===== src/source/fetchPkg.sv =====
// ----------------------------------------------------------------------
// Shared widths, opcodes and select codes for the fetch and decode
// front end. Modules import it inside their body.
// ----------------------------------------------------------------------
package fetchPkg;

    localparam int instrWidth   = 16;
    localparam int addrWidth    = 8;    // 256 words
    localparam int opWidth      = 5;    // Instr bits 15 to 11
    localparam int regAddrWidth = 3;

    localparam logic [instrWidth-1:0] nopInstr = 16'h0800;

    localparam logic [opWidth-1:0] opHalt = 5'b00000;
    localparam logic [opWidth-1:0] opNop  = 5'b00001;
    localparam logic [opWidth-1:0] opJ    = 5'b00100;
    localparam logic [opWidth-1:0] opJr   = 5'b00101;
    localparam logic [opWidth-1:0] opJal  = 5'b00110;
    localparam logic [opWidth-1:0] opAddi = 5'b01000;
    localparam logic [opWidth-1:0] opBeqz = 5'b01100;
    localparam logic [opWidth-1:0] opSt   = 5'b10000;
    localparam logic [opWidth-1:0] opLd   = 5'b10001;
    localparam logic [opWidth-1:0] opAdd  = 5'b11011;

    // Immediate format for the execute stage
    localparam logic [2:0] immNone = 3'd0;
    localparam logic [2:0] immI5   = 3'd1;  // Sign extended bits 4 to 0
    localparam logic [2:0] immI8   = 3'd2;  // Sign extended bits 7 to 0
    localparam logic [2:0] immD11  = 3'd3;  // Jump displacement

    localparam logic [1:0] linkNone = 2'b00;
    localparam logic [1:0] linkPc   = 2'b01;  // Write back pc plus 2

    typedef enum logic [1:0] {
        destRs  = 2'b00,  // Bits 10 to 8
        destRdR = 2'b01,  // Bits 4 to 2
        destR7  = 2'b10,
        destRdI = 2'b11   // Bits 7 to 5
    } destSelT;

endpackage


===== src/source/pcRedirectIf.sv =====
// ----------------------------------------------------------------------
// Signals that steer the next program counter. The decoder, hazard
// detector and top-level ports drive it and the program counter reads it.
// ----------------------------------------------------------------------
`timescale 1ns/1ps

interface pcRedirectIf;
    import fetchPkg::*;

    logic                  stall;      // Load-use hold
    logic                  halt;
    logic                  regJump;    // Jump through rs
    logic                  takenSel;   // Taken branch from later stages
    logic [instrWidth-1:0] takenAddr;

    modport source (
        output stall, halt, regJump, takenSel, takenAddr
    );

    modport sink (
        input stall, halt, regJump, takenSel, takenAddr
    );

endinterface


===== src/source/progCounter.sv =====
// ----------------------------------------------------------------------
// Program counter register. Picks the next fetch address from the
// redirect interface, in order halt, stall, taken branch, register jump.
// ----------------------------------------------------------------------
`timescale 1ns/1ps

module progCounter (
    input  logic                            clk,
    input  logic                            rstN,
    pcRedirectIf.sink                       redirect,
    input  logic [fetchPkg::instrWidth-1:0] rs,
    output logic [fetchPkg::instrWidth-1:0] pc
);
    import fetchPkg::*;

    logic [instrWidth-1:0] pcInc;
    logic [instrWidth-1:0] pcNext;
    logic                  holdPc;

    assign pcInc  = pc + instrWidth'(2);  // Byte address of next word
    assign holdPc = redirect.halt | redirect.stall;

    always_comb begin
        if (holdPc) begin
            pcNext = pc;
        end else if (redirect.takenSel) begin
            pcNext = redirect.takenAddr;
        end else if (redirect.regJump) begin
            pcNext = rs;
        end else begin
            pcNext = pcInc;
        end
    end

    always_ff @(posedge clk or negedge rstN) begin
        if (!rstN) begin
            pc <= '0;
        end else begin
            pc <= pcNext;
        end
    end

endmodule


===== src/source/instrMem.sv =====
// ----------------------------------------------------------------------
// Instruction memory of 256 words. Reads combinationally at the word
// address and is filled through the load port before the program runs.
// ----------------------------------------------------------------------
`timescale 1ns/1ps

module instrMem (
    input  logic                              clk,
    input  logic [fetchPkg::addrWidth-1:0]    addr,
    output logic [fetchPkg::instrWidth-1:0]   instr,
    input  logic                              loadEn,
    input  logic [fetchPkg::addrWidth-1:0]    loadAddr,
    input  logic [fetchPkg::instrWidth-1:0]   loadData
);
    import fetchPkg::*;

    localparam int depth = 2 ** addrWidth;

    logic [instrWidth-1:0] mem [depth];

    // Same cycle read
    assign instr = mem[addr];

    always_ff @(posedge clk) begin
        if (loadEn) begin
            mem[loadAddr] <= loadData;  // Visible after this edge
        end
    end

endmodule


===== src/source/instrDecode.sv =====
// ----------------------------------------------------------------------
// Opcode decoder. Turns one instruction word into the control flags for
// the later stages and picks the destination register.
// ----------------------------------------------------------------------
`timescale 1ns/1ps

module instrDecode (
    input  logic [fetchPkg::instrWidth-1:0]   instr,
    output logic                              regWrite,
    output logic                              memEnable,
    output logic                              memWr,
    output logic                              val2Reg,
    output logic                              aluSel,
    output logic                              bFlag,
    output logic                              jFlag,
    output logic                              regJump,
    output logic                              halt,
    output logic                              ctrlErr,
    output logic                              readsRegs,
    output logic [2:0]                        immSel,
    output logic [1:0]                        linkReg,
    output logic [fetchPkg::regAddrWidth-1:0] writeRegAddr
);
    import fetchPkg::*;

    logic [opWidth-1:0] opcode;
    destSelT            destSel;

    assign opcode = instr[15:11];

    always_comb begin
        regWrite  = 1'b0;
        memEnable = 1'b0;
        memWr     = 1'b0;
        val2Reg   = 1'b0;
        aluSel    = 1'b0;      // Second operand from register
        bFlag     = 1'b0;
        jFlag     = 1'b0;
        regJump   = 1'b0;
        halt      = 1'b0;
        ctrlErr   = 1'b0;
        readsRegs = 1'b0;
        immSel    = immNone;
        linkReg   = linkNone;
        destSel   = destRs;
        case (opcode)
            opHalt: halt = 1'b1;
            opNop:  ;
            opLd: begin
                regWrite  = 1'b1;
                memEnable = 1'b1;
                val2Reg   = 1'b1;
                aluSel    = 1'b1;
                immSel    = immI5;
                destSel   = destRdI;
            end
            opSt: begin
                memEnable = 1'b1;
                memWr     = 1'b1;
                aluSel    = 1'b1;
                immSel    = immI5;
                readsRegs = 1'b1;
            end
            opAdd: begin
                regWrite  = 1'b1;
                readsRegs = 1'b1;
                destSel   = destRdR;
            end
            opAddi: begin
                regWrite  = 1'b1;
                aluSel    = 1'b1;
                immSel    = immI5;
                readsRegs = 1'b1;
                destSel   = destRdI;
            end
            opBeqz: begin
                bFlag     = 1'b1;
                immSel    = immI8;
                readsRegs = 1'b1;
            end
            opJ: begin
                jFlag  = 1'b1;
                immSel = immD11;
            end
            opJr: begin
                jFlag     = 1'b1;
                regJump   = 1'b1;
                immSel    = immI8;
                readsRegs = 1'b1;
            end
            opJal: begin
                jFlag    = 1'b1;
                regWrite = 1'b1;
                immSel   = immD11;
                linkReg  = linkPc;
                destSel  = destR7;
            end
            default: ctrlErr = 1'b1;  // Undefined opcode writes nothing
        endcase
    end

    always_comb begin
        case (destSel)
            destRdR: writeRegAddr = instr[4:2];
            destR7:  writeRegAddr = 3'b111;
            destRdI: writeRegAddr = instr[7:5];
            default: writeRegAddr = instr[10:8];
        endcase
    end

endmodule


===== src/source/hazardDetect.sv =====
// ----------------------------------------------------------------------
// Load-use hazard check. Remembers whether the issued word was a load and
// raises nop and stall when the next raw word reads its destination.
// ----------------------------------------------------------------------
`timescale 1ns/1ps

module hazardDetect (
    input  logic                              clk,
    input  logic                              rstN,
    input  logic [fetchPkg::instrWidth-1:0]   rawInstr,
    input  logic                              rawReadsRegs,
    input  logic                              issuedLoad,
    input  logic [fetchPkg::regAddrWidth-1:0] issuedDest,
    output logic                              nop,
    pcRedirectIf.source                       redirect
);
    import fetchPkg::*;

    logic                    loadPending;
    logic [regAddrWidth-1:0] loadDest;
    logic [opWidth-1:0]      rawOp;
    logic                    usesSecond;
    logic                    firstMatch;
    logic                    secondMatch;

    assign rawOp = rawInstr[15:11];

    // Add and store also read bits 7 to 5
    assign usesSecond  = (rawOp == opAdd) || (rawOp == opSt);
    assign firstMatch  = rawInstr[10:8] == loadDest;
    assign secondMatch = usesSecond && (rawInstr[7:5] == loadDest);

    assign nop = loadPending && rawReadsRegs && (firstMatch || secondMatch);
    assign redirect.stall = nop;

    // A bubble never counts as a load so the repeated word goes through
    always_ff @(posedge clk or negedge rstN) begin
        if (!rstN) begin
            loadPending <= 1'b0;
        end else begin
            loadPending <= issuedLoad & ~nop;
        end
    end

    always_ff @(posedge clk) begin
        loadDest <= issuedDest;
    end

endmodule


===== src/source/fetchStage.sv =====
// ----------------------------------------------------------------------
// Fetch and decode front end. Ties the memory, program counter, hazard
// check and both decoders together and swaps in a bubble on a hazard.
// ----------------------------------------------------------------------
`timescale 1ns/1ps

module fetchStage (
    input  logic                              clk,
    input  logic                              rstN,
    input  logic                              loadEn,
    input  logic [fetchPkg::addrWidth-1:0]    loadAddr,
    input  logic [fetchPkg::instrWidth-1:0]   loadData,
    input  logic                              pcSel,
    input  logic [fetchPkg::instrWidth-1:0]   brnchAddr,
    input  logic [fetchPkg::instrWidth-1:0]   rs,
    output logic [fetchPkg::instrWidth-1:0]   pc,
    output logic [fetchPkg::instrWidth-1:0]   instrC,
    output logic [fetchPkg::regAddrWidth-1:0] writeRegAddr,
    output logic                              regWrite,
    output logic                              memEnable,
    output logic                              memWr,
    output logic                              val2Reg,
    output logic                              aluSel,
    output logic [2:0]                        immSel,
    output logic [1:0]                        linkReg,
    output logic                              bFlag,
    output logic                              jFlag,
    output logic                              regJump,
    output logic                              halt,
    output logic                              ctrlErr
);
    import fetchPkg::*;

    logic [instrWidth-1:0] rawInstr;
    logic                  nop;
    logic                  rawReadsRegs;

    pcRedirectIf redirect ();

    assign redirect.takenSel  = pcSel;
    assign redirect.takenAddr = brnchAddr;
    assign redirect.halt      = halt;
    assign redirect.regJump   = regJump;

    instrMem imem (
        .clk      (clk),
        .addr     (pc[addrWidth:1]),  // Word address
        .instr    (rawInstr),
        .loadEn   (loadEn),
        .loadAddr (loadAddr),
        .loadData (loadData)
    );

    progCounter pcReg (
        .clk      (clk),
        .rstN     (rstN),
        .redirect (redirect.sink),
        .rs       (rs),
        .pc       (pc)
    );

    assign instrC = nop ? nopInstr : rawInstr;

    // Decodes the word sent down the pipeline
    instrDecode mainDecode (
        .instr        (instrC),
        .regWrite     (regWrite),
        .memEnable    (memEnable),
        .memWr        (memWr),
        .val2Reg      (val2Reg),
        .aluSel       (aluSel),
        .bFlag        (bFlag),
        .jFlag        (jFlag),
        .regJump      (regJump),
        .halt         (halt),
        .ctrlErr      (ctrlErr),
        .readsRegs    (),
        .immSel       (immSel),
        .linkReg      (linkReg),
        .writeRegAddr (writeRegAddr)
    );

    // Sees the raw word before any bubble
    instrDecode chkDecode (
        .instr        (rawInstr),
        .regWrite     (),
        .memEnable    (),
        .memWr        (),
        .val2Reg      (),
        .aluSel       (),
        .bFlag        (),
        .jFlag        (),
        .regJump      (),
        .halt         (),
        .ctrlErr      (),
        .readsRegs    (rawReadsRegs),
        .immSel       (),
        .linkReg      (),
        .writeRegAddr ()
    );

    hazardDetect hazard (
        .clk          (clk),
        .rstN         (rstN),
        .rawInstr     (rawInstr),
        .rawReadsRegs (rawReadsRegs),
        .issuedLoad   (val2Reg),  // Only a load sets val2Reg
        .issuedDest   (writeRegAddr),
        .nop          (nop),
        .redirect     (redirect.source)
    );

endmodule


===== config.mk =====
export PLATFORM = sky130hd
export DESIGN_NAME = fetchStage
export DESIGN_NICKNAME = d
export VERILOG_FILES = /design/src/source/fetchPkg.sv /design/src/source/pcRedirectIf.sv /design/src/source/progCounter.sv /design/src/source/instrMem.sv /design/src/source/instrDecode.sv /design/src/source/hazardDetect.sv /design/src/source/fetchStage.sv
export SDC_FILE = /design/constraint.sdc
export NUM_CORES = 2
export LEC_CHECK = 0
export BUFFER_PORTS_ARGS = -buffer_cell sky130_fd_sc_hd__buf_2
export CORE_MARGIN = 4
export CORE_UTILIZATION = 35
export DETAILED_ROUTE_END_ITERATION = 6
export GPL_TIMING_DRIVEN = 1
export SETUP_SLACK_MARGIN = 0.2
export SYNTH_ARGS = -nofsm -noshare
export SYNTH_HDL_FRONTEND = slang
export SYNTH_SLANG_ARGS = --single-unit

===== constraint.sdc =====
create_clock -name clk -period 16.29 [get_ports clk]
set_clock_uncertainty 0.1 [all_clocks]
set_input_delay 2.4435 -clock clk [delete_from_list [all_inputs] [get_ports clk]]
set_output_delay 2.4435 -clock clk [all_outputs]
set_load 0.005 [all_outputs]

# Word-level counts from Yosys, hierarchy flattened

Memory sizes are Yosys's and may differ from the RTL's.
Index checks and enable logic that the tools add are counted.

Register bits: 20
Memory bits (writable): 4096
Input port bits: 60
Output and inout port bits: 50
Logic and storage cells: 62
Memories kept: 1

Memory list:

| name     | depth | width | rd ports | clocked after Yosys merged registers in | wr ports | line           | RTL |
|---|---|---|---|---|---|---|---|
| imem.mem | 256   | 16    | 1        | 0                                       | 1        | instrMem.sv:19 | `logic [instrWidth-1:0] mem [depth];` |

Add/subtract/negate cells: 1
Equal/unequal tests: 19
Muxes and demuxes: 20
Bitwise logic cells: 3
Reductions and logical operators: 15

Operators with widths:

| cell                                          | number |
|---|---|
| 2-to-1 mux 16 bit                             | 3 |
| == test 5 bit, second input constant          | 5 |
| == test 5 x 3 -> 1 bit, second input constant | 4 |
| == test 5 x 4 -> 1 bit, second input constant | 4 |
| adder 16 x 2 -> 16 bit, second input constant | 1 |
| 2-to-1 mux 1 bit                              | 14 |
| case mux 2 bit (3 select lines)               | 2 |
| OR reduction 10 bit                           | 1 |
| case mux 3 bit (3 select lines)               | 1 |
| OR reduction 2 bit                            | 4 |
| == test 3 bit                                 | 2 |
| OR reduction 3 bit                            | 2 |
| == test 5 x 1 -> 1 bit, second input constant | 1 |
| zero test 5 bit                               | 1 |
| OR reduction 5 bit                            | 1 |
| == test 2 bit, second input constant          | 2 |
| OR reduction 4 bit                            | 1 |
| logical AND 1 bit                             | 3 |
| == test 2 x 1 -> 1 bit, second input constant | 1 |
| logical OR 1 bit                              | 2 |
| bitwise AND 1 bit                             | 1 |
| NOT 1 bit                                     | 1 |
| OR 1 bit                                      | 1 |

# Logic depth before layout (Yosys ltp)

An unclocked memory read counts as a cell.

Word-level depth: 12
Mapped depth: 23
Depth with buffers taken out: 11

# Worst setup path after synthesis

Ideal clock, no wire load.

Path type: register to output
Start point: register pcReg.pc[4] (netlist bit)
End point: output port instrC[0] (netlist bit)
Arrival: 4.385 ns
Required time: 13.746 ns
Setup slack: 9.361 ns
Cell stages (with the launch flop): 14
Buffers on the path: 8
Cell sequence: dfrtp_1 -> buf_2 -> inv_2 -> buf_2 -> buf_2 -> buf_2 -> buf_2 -> buf_2 -> buf_2 -> buf_1 -> mux4_2 -> mux4_2 -> mux4_2 -> and2_1

Cells in the longest elaborated chain, start to end: 7
Elaborated cells on any way between the ends: 16
Classes of those cells: eq/ne (7); mux (2); reduce/logical (6); memory (1)

Ends and longest elaborated chain:

| what                                                             | line                                  | RTL |
|---|---|---|
| start: declaration                                               | progCounter.sv:12                     | `output logic [fetchPkg::instrWidth-1:0] pc` |
| start signal: assignment                                         | progCounter.sv:39                     | `pc <= pcNext;` |
| memory (256 x 16 bit) *                                          | -                                     |  |
| == test 5 bit (tied with other cells)                            | instrDecode.sv:46, hazardDetect.sv:29 |  |
| OR reduction 5 bit (no line) or logical OR 1 bit (tied branches) | -                                     |  |
| 2-to-1 mux 1 bit or logical AND 1 bit (tied branches)            | instrDecode.sv:46, hazardDetect.sv:31 |  |
| logical AND 1 bit or logical OR 1 bit (tied branches)            | hazardDetect.sv:33                    | `assign nop = loadPending && rawReadsRegs && (firstMatch \|\| secondMatch);` |
| logical AND 1 bit                                                | hazardDetect.sv:33                    |  |
| 2-to-1 mux 16 bit *                                              | fetchStage.sv:62                      | `assign instrC = nop ? nopInstr : rawInstr;` |
| end: declaration                                                 | fetchStage.sv:17                      | `output logic [fetchPkg::instrWidth-1:0] instrC,` |

Every way passes the cells marked *; elsewhere a longest branch is shown, timed or not.

# Worst setup path in the final report

Start point: register pcReg.pc[2] (netlist bit)
End point: output port immSel[0]

Cells in the longest elaborated chain, start to end: 10
Elaborated cells on any way between the ends: 27
Classes of those cells: eq/ne (14); mux (3); reduce/logical (9); memory (1)

Ends and longest elaborated chain:

| what                                                               | line                                  | RTL |
|---|---|---|
| memory (256 x 16 bit) *                                            | -                                     |  |
| == test 5 bit (tied with other cells)                              | instrDecode.sv:46, hazardDetect.sv:29 |  |
| OR reduction 5 bit (no line) or logical OR 1 bit (tied branches)   | -                                     |  |
| 2-to-1 mux 1 bit or logical AND 1 bit (tied branches)              | instrDecode.sv:46, hazardDetect.sv:31 |  |
| logical AND 1 bit or logical OR 1 bit (tied branches)              | hazardDetect.sv:33                    |  |
| logical AND 1 bit                                                  | hazardDetect.sv:33                    |  |
| 2-to-1 mux 16 bit *                                                | fetchStage.sv:62                      |  |
| == test 5 bit (tied with other cells)                              | instrDecode.sv:46                     | `case (opcode)` |
| OR reduction 3 bit (no line) or OR reduction 2 bit (tied branches) | -                                     |  |
| case mux 2 bit (3 select lines) *                                  | instrDecode.sv:46                     |  |
| end: declaration                                                   | fetchStage.sv:24                      | `output logic [2:0] immSel,` |

Marks and branches as above.

==> reports/results.md <==
Place
• dpl cells: 13214
• hpwl dp: 298.6 mm
• number of port buffers: 107
• last weighted congestion value of the routability-driven placer: 0.9571
• Area after DPL: 169100 um^2
• Setup Slack @ Placement: 6.319 ns

Yosys
• instance count of the mapped netlist: 7145
• synthesized-area fraction occupied by ao, oa, aoi and oai cells: 2.322%
• average cell area after synthesis: 22.37 um^2
• Cell variety after synth: 87
• dominant combinational cell family by area after synthesis: multiplexers
• number of synthesized flops with an enable pin: 4096
• cell area after technology mapping: 159800 um^2
• number of warning messages in the yosys log: 0
• share of synthesized cell area in full adder, half adder and majority cells: 0.007828%
• Seq cells post-synth: 4116
• xor/xnor cell area share of the yosys netlist: 0.09863%
• multiplexer share of the synthesized area: 16.64%
• proportion of synthesized chip area in sequential cells: 77.25%
• most instantiated flip-flop cell in the synthesis netlist: sky130_fd_sc_hd__edfxtp_1
• area share of and/or/nand/nor cells after synthesis: 2.016%
• fraction of registers with async set/reset: 0.4130%

GRT
• overall fraction of global-route tracks in use: 20.31%
• pin count of the biggest net entering global routing: 159
• number of global-route vias before repair: 80062
• GRT overflow: 0
• initial antenna violation count: 36
• first-pass GRT wire length: 668.1 mm

Die
• Rows: 247
• starting density of the core: 35.23%
• die outline area: 467600 um^2
• area of the core: 453700 um^2
• number of top-level pins: 110
• die outline width: 683.8 um
• Die Y-Extent: 683.8 um

Worst setup path
• critical path data required time: 13.75 ns
• end of the critical path: immSel[0]
• launching element type of the critical path: register
• setup slack on the worst flop-to-flop path: 6.54 ns
• Data arrival, critical path: 9.32 ns
• Critical Path Start: pcReg.pc[2]$_DFFE_PN0P_
• Crit Path Class: reg -> out
• path depth of the worst reg2reg path: 13
• reg-to-reg critical path endpoint: pcReg.pc[5]$_DFFE_PN0P_
• endpoint class of the critical path: primary output
• startpoint of the worst-slack reg-to-reg timing path: pcReg.pc[2]$_DFFE_PN0P_
• highest net fanout along the worst path: 76

Timing
• transition time of the tightest slew-check pin: 1.571 ns
• final count of hold timing violations: 0
• RSZ-0062 raised after global routing: no
• Hold WS: 0.4288 ns
• timing-limited maximum frequency: 84.27 MHz
• Worst Slack Setup Final: 4.423 ns
• Slew HR: -5.228%
• count of pins over their slew limit: 6
• setup tns final: 0 ns
• Final Setup Violations: 0
• post-route minimum period: 11.87 ns
• Tcrit/Tclk final: 72.85%

Cells and area
• top library cells by usage in the layout, fill and taps aside: sky130_fd_sc_hd__edfxtp_1, sky130_fd_sc_hd__mux4_2, sky130_fd_sc_hd__clkbuf_16
• count of placed standard cells in the final layout, fillers left out: 13976
• share of post-route cells with drive strength above 1: 29.05%
• Sequential Area: 123500 um^2
• footprint of the multi-input gates: 34140 um^2
• final instance area: 182200 um^2
• count of nets after finishing: 7703
• Area growth, synth to finish: 13.98%
• Filler Cell Count: 39439
• final core occ: 40.16%
• most common cell after layout, fill and taps aside: sky130_fd_sc_hd__edfxtp_1

Clock tree
• depth of the CTS H-tree: 5
• clock latency reported for the late side of the worst-skew pair: 1.01 ns
• TritonCTS Buffers: 401
• Clock Pin Slew Worst Setup and Hold Paths: 0.06 ns
• count of cells resized by post-cts repair: 0
• clock tree from TritonCTS: done
• root buffer cell: sky130_fd_sc_hd__clkbuf_16
• number of sinks driven by the clock tree: 4116
• cts hold-fix bufs: 0
• buffer depth of the longest clock path: 4
• Post CTS Setup Buffer Count: 0

Detailed routing
• post-detailed-routing wire length: 486.0 mm
• wire length per cell: 34.77 um
• antenna-violating nets left: 0
• Initial DRT Pass Iterations: 6
• initial DRC count: 12098
• DRC violation count after routing: 0
• overall via count from detail_route: 81059
• Via-to-Cell Ratio: 5.800

Power and ir drop
• Leak Pwr: 56.51 nW
• P per Cell Area: 170.8 nW/um^2
• total power after layout: 31.13 mW
• VDD IR max: 0.2221 mV

Outcome
• result of the run: finished, violations left
• failing checks: capacitance limit, slew limit

Job
• max_cap viols: 2

Worst hold path
• Min-Delay Path Class: reg -> reg

## sequential cells by signal, summed over array words and instances (netlist names)
register,flops
imem.mem,4096
hazard.loadDest,3
pcReg.pc,16
hazard.loadPending,1
## Yosys cell counts (all sizes together), types with 6 or more instances
master	instances	share of area (%)
nor4	11	0.043
edfxtp	4096	77
a211oi	26	0.12
and2	20	0.078
a22o	13	0.071
o31ai	7	0.033
mux2i	236	1.5
a2111oi	20	0.12
o211ai	23	0.11
or2	6	0.023
a31oi	29	0.11
mux4	1056	15
dfrtp	17	0.27
nand2	181	0.43
xnor2	14	0.077
a221o	7	0.044
nand4	22	0.086
inv	17	0.040
a22oi	108	0.51
o21ai	45	0.14
a21oi	68	0.21
o22ai	47	0.18
nor3	22	0.069
o221ai	25	0.14
a221oi	18	0.099
nand2b	9	0.035
clkbuf	160	0.38
and3	13	0.051
buf	263	1.2
a32oi	11	0.060
nand3	51	0.16
a311oi	7	0.038
nor2b	33	0.13
mux2	40	0.28
nor2	329	0.78
## cell families (layout without fill, tap and decap cells)
group	count (synthesis)	count (layout)
flops	4116	4116
xor+xnor	18	18
buf+inv	440	1270
mux	1332	1332
compound gates	512	512
fa+ha+maj	1	1
other cells	1	26
simple gates	725	725
## critical path, cell delays in order, from the launching register on
cell and delay, ns:
sky130_fd_sc_hd__dfrtp_4 0.96, sky130_fd_sc_hd__buf_12 0.48, sky130_fd_sc_hd__buf_4 0.72, sky130_fd_sc_hd__and2_1 1.11, sky130_fd_sc_hd__a22oi_1 0.16, sky130_fd_sc_hd__a41oi_1 0.26
sky130_fd_sc_hd__nand4_1 0.25, sky130_fd_sc_hd__a2bb2oi_1 1.31, sky130_fd_sc_hd__o22ai_1 0.68, sky130_fd_sc_hd__or4_1 0.70, sky130_fd_sc_hd__o211a_1 0.14, sky130_fd_sc_hd__o21ba_1 0.64
sky130_fd_sc_hd__nor3_1 0.17, sky130_fd_sc_hd__o21bai_1 0.20, sky130_fd_sc_hd__buf_2 0.17
## worst min path at each step
stage,startpoint,slack (ns),cells after the start,end
finish,pcReg.pc[0]$_DFFE_PN0P_,0.43,2,pcReg.pc[0]$_DFFE_PN0P_
global route,pcReg.pc[0]$_DFFE_PN0P_,0.46,2,pcReg.pc[0]$_DFFE_PN0P_
CTS,pcReg.pc[0]$_DFFE_PN0P_,0.44,2,pcReg.pc[0]$_DFFE_PN0P_
detailed placement,pcReg.pc[0]$_DFFE_PN0P_,0.42,2,pcReg.pc[0]$_DFFE_PN0P_
global placement,pcReg.pc[0]$_DFFE_PN0P_,0.40,2,pcReg.pc[0]$_DFFE_PN0P_
floorplan,pcReg.pc[0]$_DFFE_PN0P_,0.40,2,pcReg.pc[0]$_DFFE_PN0P_
## per-layer routing
layer / track usage, % / vias to the layer above / routed length, um
li1: - / 31317 / -
met1: 26.67 / 43660 / 178900
met5: 0 / - / 175
met4: 10.32 / 26 / 29690
met3: 4.461 / 1024 / 49920
met2: 31.90 / 5032 / 227300
## layout make-up
cell class,instances,share of cell area [%]
clock buffer,505,5.762
antenna,24,0.03297
inverter,17,0.04052
sequential,4116,67.79
multi-input combinational,2590,18.74
timing repair buffer,516,2.163
tap,5976,4.104
clock inverter,232,1.361
## power by group
part,internal [mW],leakage [nW],switching (mW)
sequential,11.7,37.0,0.164
combinational,3.71,13.2,6.35
clock,5.18,6.28,4.02
No activity file was read; power rests on OpenSTA's default activity.
